<file path="src/ahb_mtx_pkg.sv">
// AHB bus matrix output stage shared definitions
// Bus widths, port count, HTRANS codes and the address phase struct
// used by the arbiter, address mux and data phase logic

package ahb_mtx_pkg;

  // ------------------------------------------------------------
  // Sizes
  // ------------------------------------------------------------
  localparam int unsigned NUM_PORTS = 4;                  // Input stages on this slave
  localparam int unsigned PORT_W    = $clog2(NUM_PORTS);  // Port index width
  localparam int unsigned ADDR_W    = 32;                 // HADDR width
  localparam int unsigned DATA_W    = 32;                 // HWDATA width

  localparam int unsigned TRANS_W   = 2;                  // HTRANS width
  localparam int unsigned SIZE_W    = 3;                  // HSIZE width
  localparam int unsigned BURST_W   = 3;                  // HBURST width
  localparam int unsigned PROT_W    = 4;                  // HPROT width
  localparam int unsigned MASTER_W  = 4;                  // HMASTER width

  // ------------------------------------------------------------
  // HTRANS encodings
  // ------------------------------------------------------------
  localparam logic [TRANS_W-1:0] TRANS_IDLE   = 2'b00;   // No transfer
  localparam logic [TRANS_W-1:0] TRANS_BUSY   = 2'b01;   // Burst pause
  localparam logic [TRANS_W-1:0] TRANS_NONSEQ = 2'b10;   // First beat
  localparam logic [TRANS_W-1:0] TRANS_SEQ    = 2'b11;   // Burst continuation

  // ------------------------------------------------------------
  // Types
  // ------------------------------------------------------------
  typedef logic [PORT_W-1:0]    port_idx_t;   // Port number
  typedef logic [NUM_PORTS-1:0] port_vec_t;   // One bit per port
  typedef logic [DATA_W-1:0]    hwdata_t;     // Write data word

  // One port's address phase, 51 bits
  typedef struct packed {
    logic                sel;       // HSEL
    logic [ADDR_W-1:0]   addr;      // HADDR
    logic [TRANS_W-1:0]  trans;     // HTRANS
    logic                write;     // HWRITE
    logic [SIZE_W-1:0]   size;      // HSIZE
    logic [BURST_W-1:0]  burst;     // HBURST
    logic [PROT_W-1:0]   prot;      // HPROT
    logic [MASTER_W-1:0] master;    // HMASTER
    logic                mastlock;  // HMASTLOCK
  } ahb_addr_ctrl_t;

endpackage

</file>
<file path="src/ahb_mtx_addr_mux.sv">
// Address/control mux for the output stage
// Passes the granted port's address phase to the slave and
// decodes the one-hot active vector back to the input stages

`timescale 1ns/1ps

module ahb_mtx_addr_mux (
  input  ahb_mtx_pkg::ahb_addr_ctrl_t  i_port_ac [ahb_mtx_pkg::NUM_PORTS],
  input  ahb_mtx_pkg::port_idx_t       i_grant_port,  // Granted port
  input  logic                         i_no_port,     // No port granted
  output ahb_mtx_pkg::ahb_addr_ctrl_t  o_sel_ac,      // Muxed address phase
  output ahb_mtx_pkg::port_vec_t       o_active       // One-hot active
);

  import ahb_mtx_pkg::*;

  // ------------------------------------------------------------
  // Address and control select
  // ------------------------------------------------------------
  always_comb
  begin
    if (i_no_port)
      o_sel_ac = '0;                        // HSEL low, HTRANS IDLE
    else
      o_sel_ac = i_port_ac[i_grant_port];   // Whole struct in one go
  end

  // ------------------------------------------------------------
  // Active decode
  // ------------------------------------------------------------
  // Tells each input stage its address phase is on the slave bus
  always_comb
  begin
    o_active = '0;
    if (!i_no_port)
    begin
      for (int unsigned i = 0; i < NUM_PORTS; i++)
      begin
        if (i_grant_port == port_idx_t'(i))
          o_active[i] = 1'b1;               // Only the owner
      end
    end
  end

endmodule

</file>
<file path="src/ahb_mtx_arbiter.sv">
// Round-robin arbiter for the output stage
// Grant register searched from the port after the current owner.
// Holds during SEQ/BUSY and across a locked sequence, including
// cycles where the locked master addresses another slave

`timescale 1ns/1ps

module ahb_mtx_arbiter (
  input  logic                         HCLK,          // AHB clock
  input  logic                         HRESETn,       // Sync reset, active low
  input  ahb_mtx_pkg::ahb_addr_ctrl_t  i_port_ac [ahb_mtx_pkg::NUM_PORTS],
  input  ahb_mtx_pkg::port_vec_t       i_held_tran,   // Pending transfer per port
  input  ahb_mtx_pkg::ahb_addr_ctrl_t  i_sel_ac,      // Currently muxed address phase
  input  logic                         i_hreadymux,   // Address phase done
  output ahb_mtx_pkg::port_idx_t       o_grant_port,  // Granted port
  output logic                         o_no_port      // No port granted
);

  import ahb_mtx_pkg::*;

  port_vec_t req;          // Per port request
  port_idx_t grant_q;      // Grant register
  logic      no_port_q;    // Idle flag register
  port_idx_t next_port;    // Search winner
  logic      found;        // Search hit

  logic      hsel_lock_q;  // Locked sequence seen through this port
  logic      hsel_lock_d;
  logic      lock_arb;     // Masked HMASTLOCK
  logic      burst_cont;   // SEQ or BUSY on the muxed port
  logic      hold_grant;   // Keep current owner

  // ------------------------------------------------------------
  // Requests
  // ------------------------------------------------------------
  always_comb
  begin
    for (int unsigned i = 0; i < NUM_PORTS; i++)
    begin
      req[i] = i_held_tran[i] & i_port_ac[i].sel;  // Held tran gated by HSEL
    end
  end

  // ------------------------------------------------------------
  // Lock tracking
  // ------------------------------------------------------------
  // A locked master may briefly drop HSEL to reach another slave;
  // the lock register keeps the sequence alive until HMASTLOCK falls
  always_comb
  begin
    if (i_sel_ac.sel && i_sel_ac.trans[1] && i_sel_ac.mastlock)
      hsel_lock_d = 1'b1;                   // NONSEQ/SEQ locked to us
    else if (!i_sel_ac.mastlock)
      hsel_lock_d = 1'b0;                   // Sequence over
    else
      hsel_lock_d = hsel_lock_q;            // Keep through deselect
  end

  always_ff @(posedge HCLK)
  begin
    if (!HRESETn)
      hsel_lock_q <= 1'b0;
    else if (i_hreadymux)
      hsel_lock_q <= hsel_lock_d;           // Frozen under wait states
  end

  assign lock_arb   = i_sel_ac.mastlock & (hsel_lock_q | i_sel_ac.sel);
  assign burst_cont = (i_sel_ac.trans == TRANS_SEQ) || (i_sel_ac.trans == TRANS_BUSY);
  assign hold_grant = ~no_port_q & (burst_cont | lock_arb);

  // ------------------------------------------------------------
  // Round-robin search
  // ------------------------------------------------------------
  always_comb
  begin : p_rr_search
    port_idx_t cand;                        // Port under test
    next_port = grant_q;
    found     = 1'b0;
    cand      = grant_q;
    // Start one past the owner, current owner checked last
    for (int unsigned off = 1; off <= NUM_PORTS; off++)
    begin
      cand = port_idx_t'(grant_q + off);    // Wraps at NUM_PORTS
      if (!found && req[cand])
      begin
        next_port = cand;
        found     = 1'b1;
      end
    end
  end

  // ------------------------------------------------------------
  // Grant register
  // ------------------------------------------------------------
  always_ff @(posedge HCLK)
  begin
    if (!HRESETn)
    begin
      grant_q   <= '0;
      no_port_q <= 1'b1;                    // Idle out of reset
    end
    else if (i_hreadymux && !hold_grant)
    begin
      no_port_q <= ~found;
      if (found)
        grant_q <= next_port;               // Last index kept when idle
    end
  end

  assign o_grant_port = grant_q;
  assign o_no_port    = no_port_q;

endmodule

</file>
<file path="src/ahb_mtx_data_phase.sv">
// Data phase logic for the output stage
// Remembers which port owned the last completed address phase,
// steers its write data to the slave and forms HREADYMUX
// from the slave HREADYOUT when the slave was selected

`timescale 1ns/1ps

module ahb_mtx_data_phase (
  input  logic                    HCLK,          // AHB clock
  input  logic                    HRESETn,       // Sync reset, active low
  input  ahb_mtx_pkg::hwdata_t    i_port_wdata [ahb_mtx_pkg::NUM_PORTS],
  input  ahb_mtx_pkg::port_idx_t  i_grant_port,  // Address phase owner
  input  logic                    i_sel,         // Muxed HSEL
  input  logic                    i_hreadyout,   // Slave HREADYOUT
  output ahb_mtx_pkg::hwdata_t    o_hwdata,      // Write data to slave
  output logic                    o_hreadymux    // Transfer done
);

  import ahb_mtx_pkg::*;

  port_idx_t data_port_q;   // Data phase owner
  logic      slave_sel_q;   // Slave in data phase

  // ------------------------------------------------------------
  // Data phase registers
  // ------------------------------------------------------------
  always_ff @(posedge HCLK)
  begin
    if (!HRESETn)
    begin
      data_port_q <= '0;
      slave_sel_q <= 1'b0;                  // HREADYMUX high after reset
    end
    else if (o_hreadymux)
    begin
      data_port_q <= i_grant_port;          // Address phase becomes data phase
      slave_sel_q <= i_sel;
    end
  end

  // ------------------------------------------------------------
  // Write data and ready mux
  // ------------------------------------------------------------
  assign o_hwdata = i_port_wdata[data_port_q];  // Held across wait states

  // Unselected data phases complete at once
  assign o_hreadymux = slave_sel_q ? i_hreadyout : 1'b1;

endmodule

</file>
<file path="src/ahb_mtx_output_stage.sv">
// AHB bus matrix output stage
// Routes one of four input stages to the shared slave.
// Round-robin arbiter, address/control mux and data phase write/ready mux

`timescale 1ns/1ps

module ahb_mtx_output_stage (
  input  logic                                 HCLK,         // AHB clock
  input  logic                                 HRESETn,      // Sync reset, active low
  input  ahb_mtx_pkg::ahb_addr_ctrl_t          i_port_ac    [ahb_mtx_pkg::NUM_PORTS],
  input  ahb_mtx_pkg::hwdata_t                 i_port_wdata [ahb_mtx_pkg::NUM_PORTS],
  input  ahb_mtx_pkg::port_vec_t               i_held_tran,  // Pending transfer per port
  input  logic                                 i_hreadyout,  // Slave HREADYOUT
  output ahb_mtx_pkg::port_vec_t               o_active,     // One-hot granted port
  output ahb_mtx_pkg::ahb_addr_ctrl_t          o_slave_ac,   // Address phase to slave
  output ahb_mtx_pkg::hwdata_t                 o_hwdata,     // Write data to slave
  output logic                                 o_hreadymux   // HREADY to slave and inputs
);

  import ahb_mtx_pkg::*;

  // ------------------------------------------------------------
  // Arbiter to mux interconnect
  // ------------------------------------------------------------
  port_idx_t grant_port;   // Address phase owner
  logic      no_port;      // Nobody granted

  ahb_mtx_arbiter u_arbiter (
    .HCLK         (HCLK),
    .HRESETn      (HRESETn),
    .i_port_ac    (i_port_ac),
    .i_held_tran  (i_held_tran),
    .i_sel_ac     (o_slave_ac),    // Muxed struct drives hold and lock
    .i_hreadymux  (o_hreadymux),
    .o_grant_port (grant_port),
    .o_no_port    (no_port)
  );

  ahb_mtx_addr_mux u_addr_mux (
    .i_port_ac    (i_port_ac),
    .i_grant_port (grant_port),
    .i_no_port    (no_port),
    .o_sel_ac     (o_slave_ac),
    .o_active     (o_active)
  );

  // Data phase follows the address phase by one ready edge
  ahb_mtx_data_phase u_data_phase (
    .HCLK         (HCLK),
    .HRESETn      (HRESETn),
    .i_port_wdata (i_port_wdata),
    .i_grant_port (grant_port),
    .i_sel        (o_slave_ac.sel),
    .i_hreadyout  (i_hreadyout),
    .o_hwdata     (o_hwdata),
    .o_hreadymux  (o_hreadymux)
  );

endmodule

</file>
<file path="config.mk">
export PLATFORM = sky130hd
export DESIGN_NAME = ahb_mtx_output_stage
export DESIGN_NICKNAME = d
export VERILOG_FILES = /design/src/ahb_mtx_pkg.sv /design/src/ahb_mtx_addr_mux.sv /design/src/ahb_mtx_arbiter.sv /design/src/ahb_mtx_data_phase.sv /design/src/ahb_mtx_output_stage.sv
export SDC_FILE = /design/constraint.sdc
export NUM_CORES = 1
export LEC_CHECK = 0
export ABC_CLOCK_PERIOD_IN_PS = 3000
export BUFFER_PORTS_ARGS = -buffer_cell sky130_fd_sc_hd__buf_2
export CAP_MARGIN = 25
export CORE_AREA = 2 2 164 166
export CTS_CLUSTER_DIAMETER = 60
export CTS_CLUSTER_SIZE = 40
export DETAILED_ROUTE_END_ITERATION = 8
export DIE_AREA = 0 0 166 168
export PLACE_DENSITY = 0.35
export REMOVE_ABC_BUFFERS = 1
export SLEW_MARGIN = 25
export SYNTH_ARGS = -nofsm -noshare
export SYNTH_HDL_FRONTEND = slang
export SYNTH_HIERARCHICAL = 1
export SYNTH_SLANG_ARGS = --single-unit
</file>
<file path="constraint.sdc">
create_clock -name HCLK -period 3 [get_ports HCLK]
set_input_delay 0.3 -clock HCLK [delete_from_list [all_inputs] [get_ports HCLK]]
set_output_delay 0.3 -clock HCLK [all_outputs]
set_load 0.02 [all_outputs]
</file>
* Word-level counts from Yosys, hierarchy flattened *
Cells that the tools add are included.

storage, ports and cells
  flip-flop bits (word level) = 7
  input port bits = 339
  word-level logic and storage cells = 79

operators by class
  add/sub/neg operators = 4
  $lt $le $gt $ge = 6
  equal/unequal tests = 6
  multiplexer cells = 31
  bitwise gates (word level) = 12
  reduce and logical (&&, ||, !) cells = 15

operators by type and width
  cell                 number
  $mux 51              3
  $bmux 51 s2          1
  $bmux 32 s2          1
  $mux 32              2
  $mux 1               15
  $lt 2x3->1 const B   4
  $bmux 1 s2           4
  $mux 2               4
  $and 1x1->1          6
  $eq 2x2->1 const B   3
  $ge 3x3->1 const B   2
  $logic_and 1x1->1    6
  $not 2->3            2
  $add 2x1->2 const B  2
  $add 2x2->2 const B  2
  $eq 2x1->1 const B   2
  $logic_not 1->1      4
  $mux 4               1
  $reduce_bool 4->1    1
  $reduce_and 3->1     1
  $logic_not 2->1      1
  $ne 2x2->1 const B   1
  $not 1->1            2
  $or 1x1->1           2
  other kinds (2)      2

* Longest topological paths before layout *
  depth in word-level cells = 14
  gate-level depth with buffers = 9
  mapped depth without buffers = 6

* Cells and area by module *
The synthesis kept the hierarchy.

by module, submodules not included
  module              instances  cells an instance  area an instance (sq um)  sequential area each (sq um)
  ahb_mtx_addr_mux    1          184                1634.1                    0.0
  ahb_mtx_data_phase  1          50                 932.1                     60.1
  ahb_mtx_arbiter     1          54                 440.4                     80.1

* Worst setup path before layout *
OpenSTA, ideal clock, no wires.

  path kind = reg-to-reg
  from = register u_arbiter.grant_q[0] (netlist: u_arbiter/o_grant_port[0])
  to = register u_arbiter.grant_q[0] (netlist: u_arbiter/o_grant_port[0])
  setup time = 79 ps
  data arrival time = 2108 ps
  setup slack = 813 ps
  cell stages (with the launch flop) = 9
  buffers on the path = 2
  clock period less this slack = 2187 ps
  cells stage by stage = dfxtp_1 buf_6 clkbuf_4 mux2i_1 o22ai_1 inv_1 o311a_2 o311a_1 a211oi_2

RTL lines
  element                 line                    RTL
  from (decl)             ahb_mtx_arbiter.sv:22   port_idx_t grant_q;
  from (signal assigned)  ahb_mtx_arbiter.sv:106  grant_q <= next_port;

==> reports/metrics.yaml <==
setup_path:
  path_cells: "or2_2 -> buf_4 -> o22ai_1 -> buf_2"
  endpoint_kind: "output port"
  critPathTopFamily: "buffers and inverters"
  critPathSlowestCell: "dfxtp_1"
  crit_fanout: 33
  slowest_delay_ps: 610
  path_buf_inv: 2
  cp.required_ps: 2700
  crit_path_start_kind: "flip-flop"
  cp.arrival_ps: 2130
  crit_type: "reg2out"
floorplanning:
  start_util: 0.1141
  ioPinCount: 427
  die_h_um: 168
  die_w_um: 166
  die_area_um2: 27890
  rows: 60
  core_um2: 26350
synthesis:
  ys_top_cells_by_area: "mux2i_1 35%, mux4_2 23%, o22ai_1 11%"
  yosys_warnings: 6
  yosys_register_bits: 7
  synth_edf_count: 0
  synth.distinct_cells: 37
  syn_area_per_cell_um2: 10.44
  synthArstFlopShare: 0
  synth_area_um2: 3007
  syn_inst: 288
  synthMostInstantiatedCell: "mux2i_1"
  synth_sequential_area_ratio: 0.04661
  synth_flop_cell: "dfxtp_1"
  synth_common_cells: "104 x mux2i_1, 51 x o22ai_1, 31 x mux4_2"
  synth_top_area_frac: 0.3462
  synth_area_leader_cell: "mux2i_1"
sta:
  clock-skew-final_ps: 3.637
  setup_tns_ps: 0
  finalCritPeriodShare: 0.8100
  setup_viol: 0
  worst_pin_slew_ps: 593.0
  rsz0062_at_grt: "no"
  fin_ws_ps: 570.1
  fmax_mhz: 411.5
  period_needed_ps: 2430
  drv_slew: 0
  relSlewSlack: 0.6046
  final_hold_viol_count: 0
cts:
  cts_buffer_depth: 2
  cts_resized: 0
  cts-root-buf: "clkbuf_16"
  cts_hold_buf: 0
  cts.sink_count: 7
  numCtsBuffers: 3
  clkTransAtPathRegs_ps: 40
  post-cts-setup-buffers: 0
  h-tree-depth: 1
  clock_latency_ps: 230
  cts_tree: "done"
placed_design:
  dpl.hpwl_mm: 17.92
  gp_congestion: 0.7707
  portBuffers: 426
  pre_cts_ws_ps: 737.6
  dp_cells: 1029
global_routing:
  grt_usage: 0.1339
  grt_pass1_vias: 4424
  antenna_found_initial: 6
  grt_pass1_wl_mm: 28.42
  grt_max_degree: 40
  grt_overflow_total: 0
finish:
  instances_no_fill: 1035
  syn_to_final_growth_pct: 78.40
  regArea_um2: 145.1
  fillCellCount: 3048
  multiInputGateArea_um2: 2472
  drive_gt1_frac: 0.6951
  final_net_count: 1032
power:
  p_per_area_nw_per_um2: 423.5
  p_leak_uw: 0.002592
  ir_drop_uv: 142.5
min_path:
  min_path_type: "in2reg"
outcome:
  status: "completed"
route:
  drt_iter0_drc: 151
  wl_per_cell_um: 19.48
  drt-pass1-iter-count: 4
  dr_total_vias: 4245
  drc: 0
  wl_mm: 20.16
  ant_nets: 0
  viasPerCell: 4.101
run:
  drv_cap: 0
==> worst reg2reg max path: stages, from the launching register on <==
cell,delay [ps]
dfxtp_1,450
or2_2,550
o22ai_1,330
inv_1,90
o311a_2,440
o311a_1,150
a211oi_2,200
==> stage by stage <==
step / utilization / hold WS (ps) / area [µm²] / power, µW
global route: 0.2034 / 348.9 / 5359 / 2415
CTS: 0.2034 / 334.0 / 5359 / 2315
global placement: 0.2004 / 488.0 / 5280 / 2074
floorplan: - / 380.0 / 2629 / 1354
detailed placement: 0.2004 / 498.5 / 5280 / 2074
finish: 0.2036 / 327.8 / 5364 / 2272
==> cells by family (layout without fill, tap and decap cells) <==
kind of cell / Yosys count / count (layout) / synth area share
mux: 138 / 138 / 0.6047
compound gates: 75 / 75 / 0.1677
buf+inv: 39 / 443 / 0.1319
simple gates: 29 / 29 / 0.04911
flops: 7 / 7 / 0.04661
other cells: 0 / 2 / 0
==> cell usage in the layout, fill, tap and decap left out, types with 3 or more instances in the layout <==
cell	count
a21oi_1	3
a22oi_1	3
buf_2	426
buf_4	6
clkbuf_16	3
dfxtp_1	5
inv_1	4
mux2i_1	104
mux4_1	3
mux4_2	31
nand2_1	6
nand3_1	4
nor2_1	7
nor2b_1	3
o21ai_0	3
o22ai_1	51
==> power by group <==
part | switching (µW) | internal, µW | total (µW) | leakage (µW)
sequential | 49.4 | 112 | 161 | 0.0000587
clock | 50.3 | 177 | 227 | 0.0000382
combinational | 1100 | 786 | 1880 | 0.00249
==> final timing paths <==
path | start | end | slack, ps | cells after the start
max | u_arbiter/o_grant_port[1]$_SDFFE_PN0P_ | o_slave_ac[13] | 570 | 4
min | HRESETn | u_arbiter/o_no_port$_SDFFE_PN1P_ | 330 | 2
max reg2reg | u_arbiter/o_grant_port[1]$_SDFFE_PN0P_ | u_arbiter/o_grant_port[0]$_SDFFE_PN0P_ | 720 | 6
min reg2reg | u_data_phase/data_port_q[0]$_SDFFE_PN0P_ | u_data_phase/data_port_q[0]$_SDFFE_PN0P_ | 500 | 2
==> cell type report <==
class	instances	area share
multi-input combinational	242	0.4609
tap	341	0.07954
inverter	5	0.003499
clock buffer	4	0.01470
antenna	2	0.0009331
timing repair buffer	434	0.4133
sequential	7	0.02706
==> metal layers <==
metal | track usage | wire length (µm) | vias up
met4 | 0.005671 | 53 | 4
met3 | 0.03032 | 1498 | 10
met1 | 0.1616 | 8306 | 1960
met5 | 0 | 26 | -
li1 | - | - | 2004
met2 | 0.2535 | 10280 | 267
==> sequential cells by signal, summed over array words and instances (netlist names) <==
| signal | cells |
|---|---|
| u_arbiter/o_no_port | 1 |
| u_arbiter/o_grant_port | 2 |
| u_data_phase/slave_sel_q | 1 |
| u_data_phase/data_port_q | 2 |
| u_arbiter/hsel_lock_q | 1 |
Note: power is estimated with default switching activity, not from simulation.
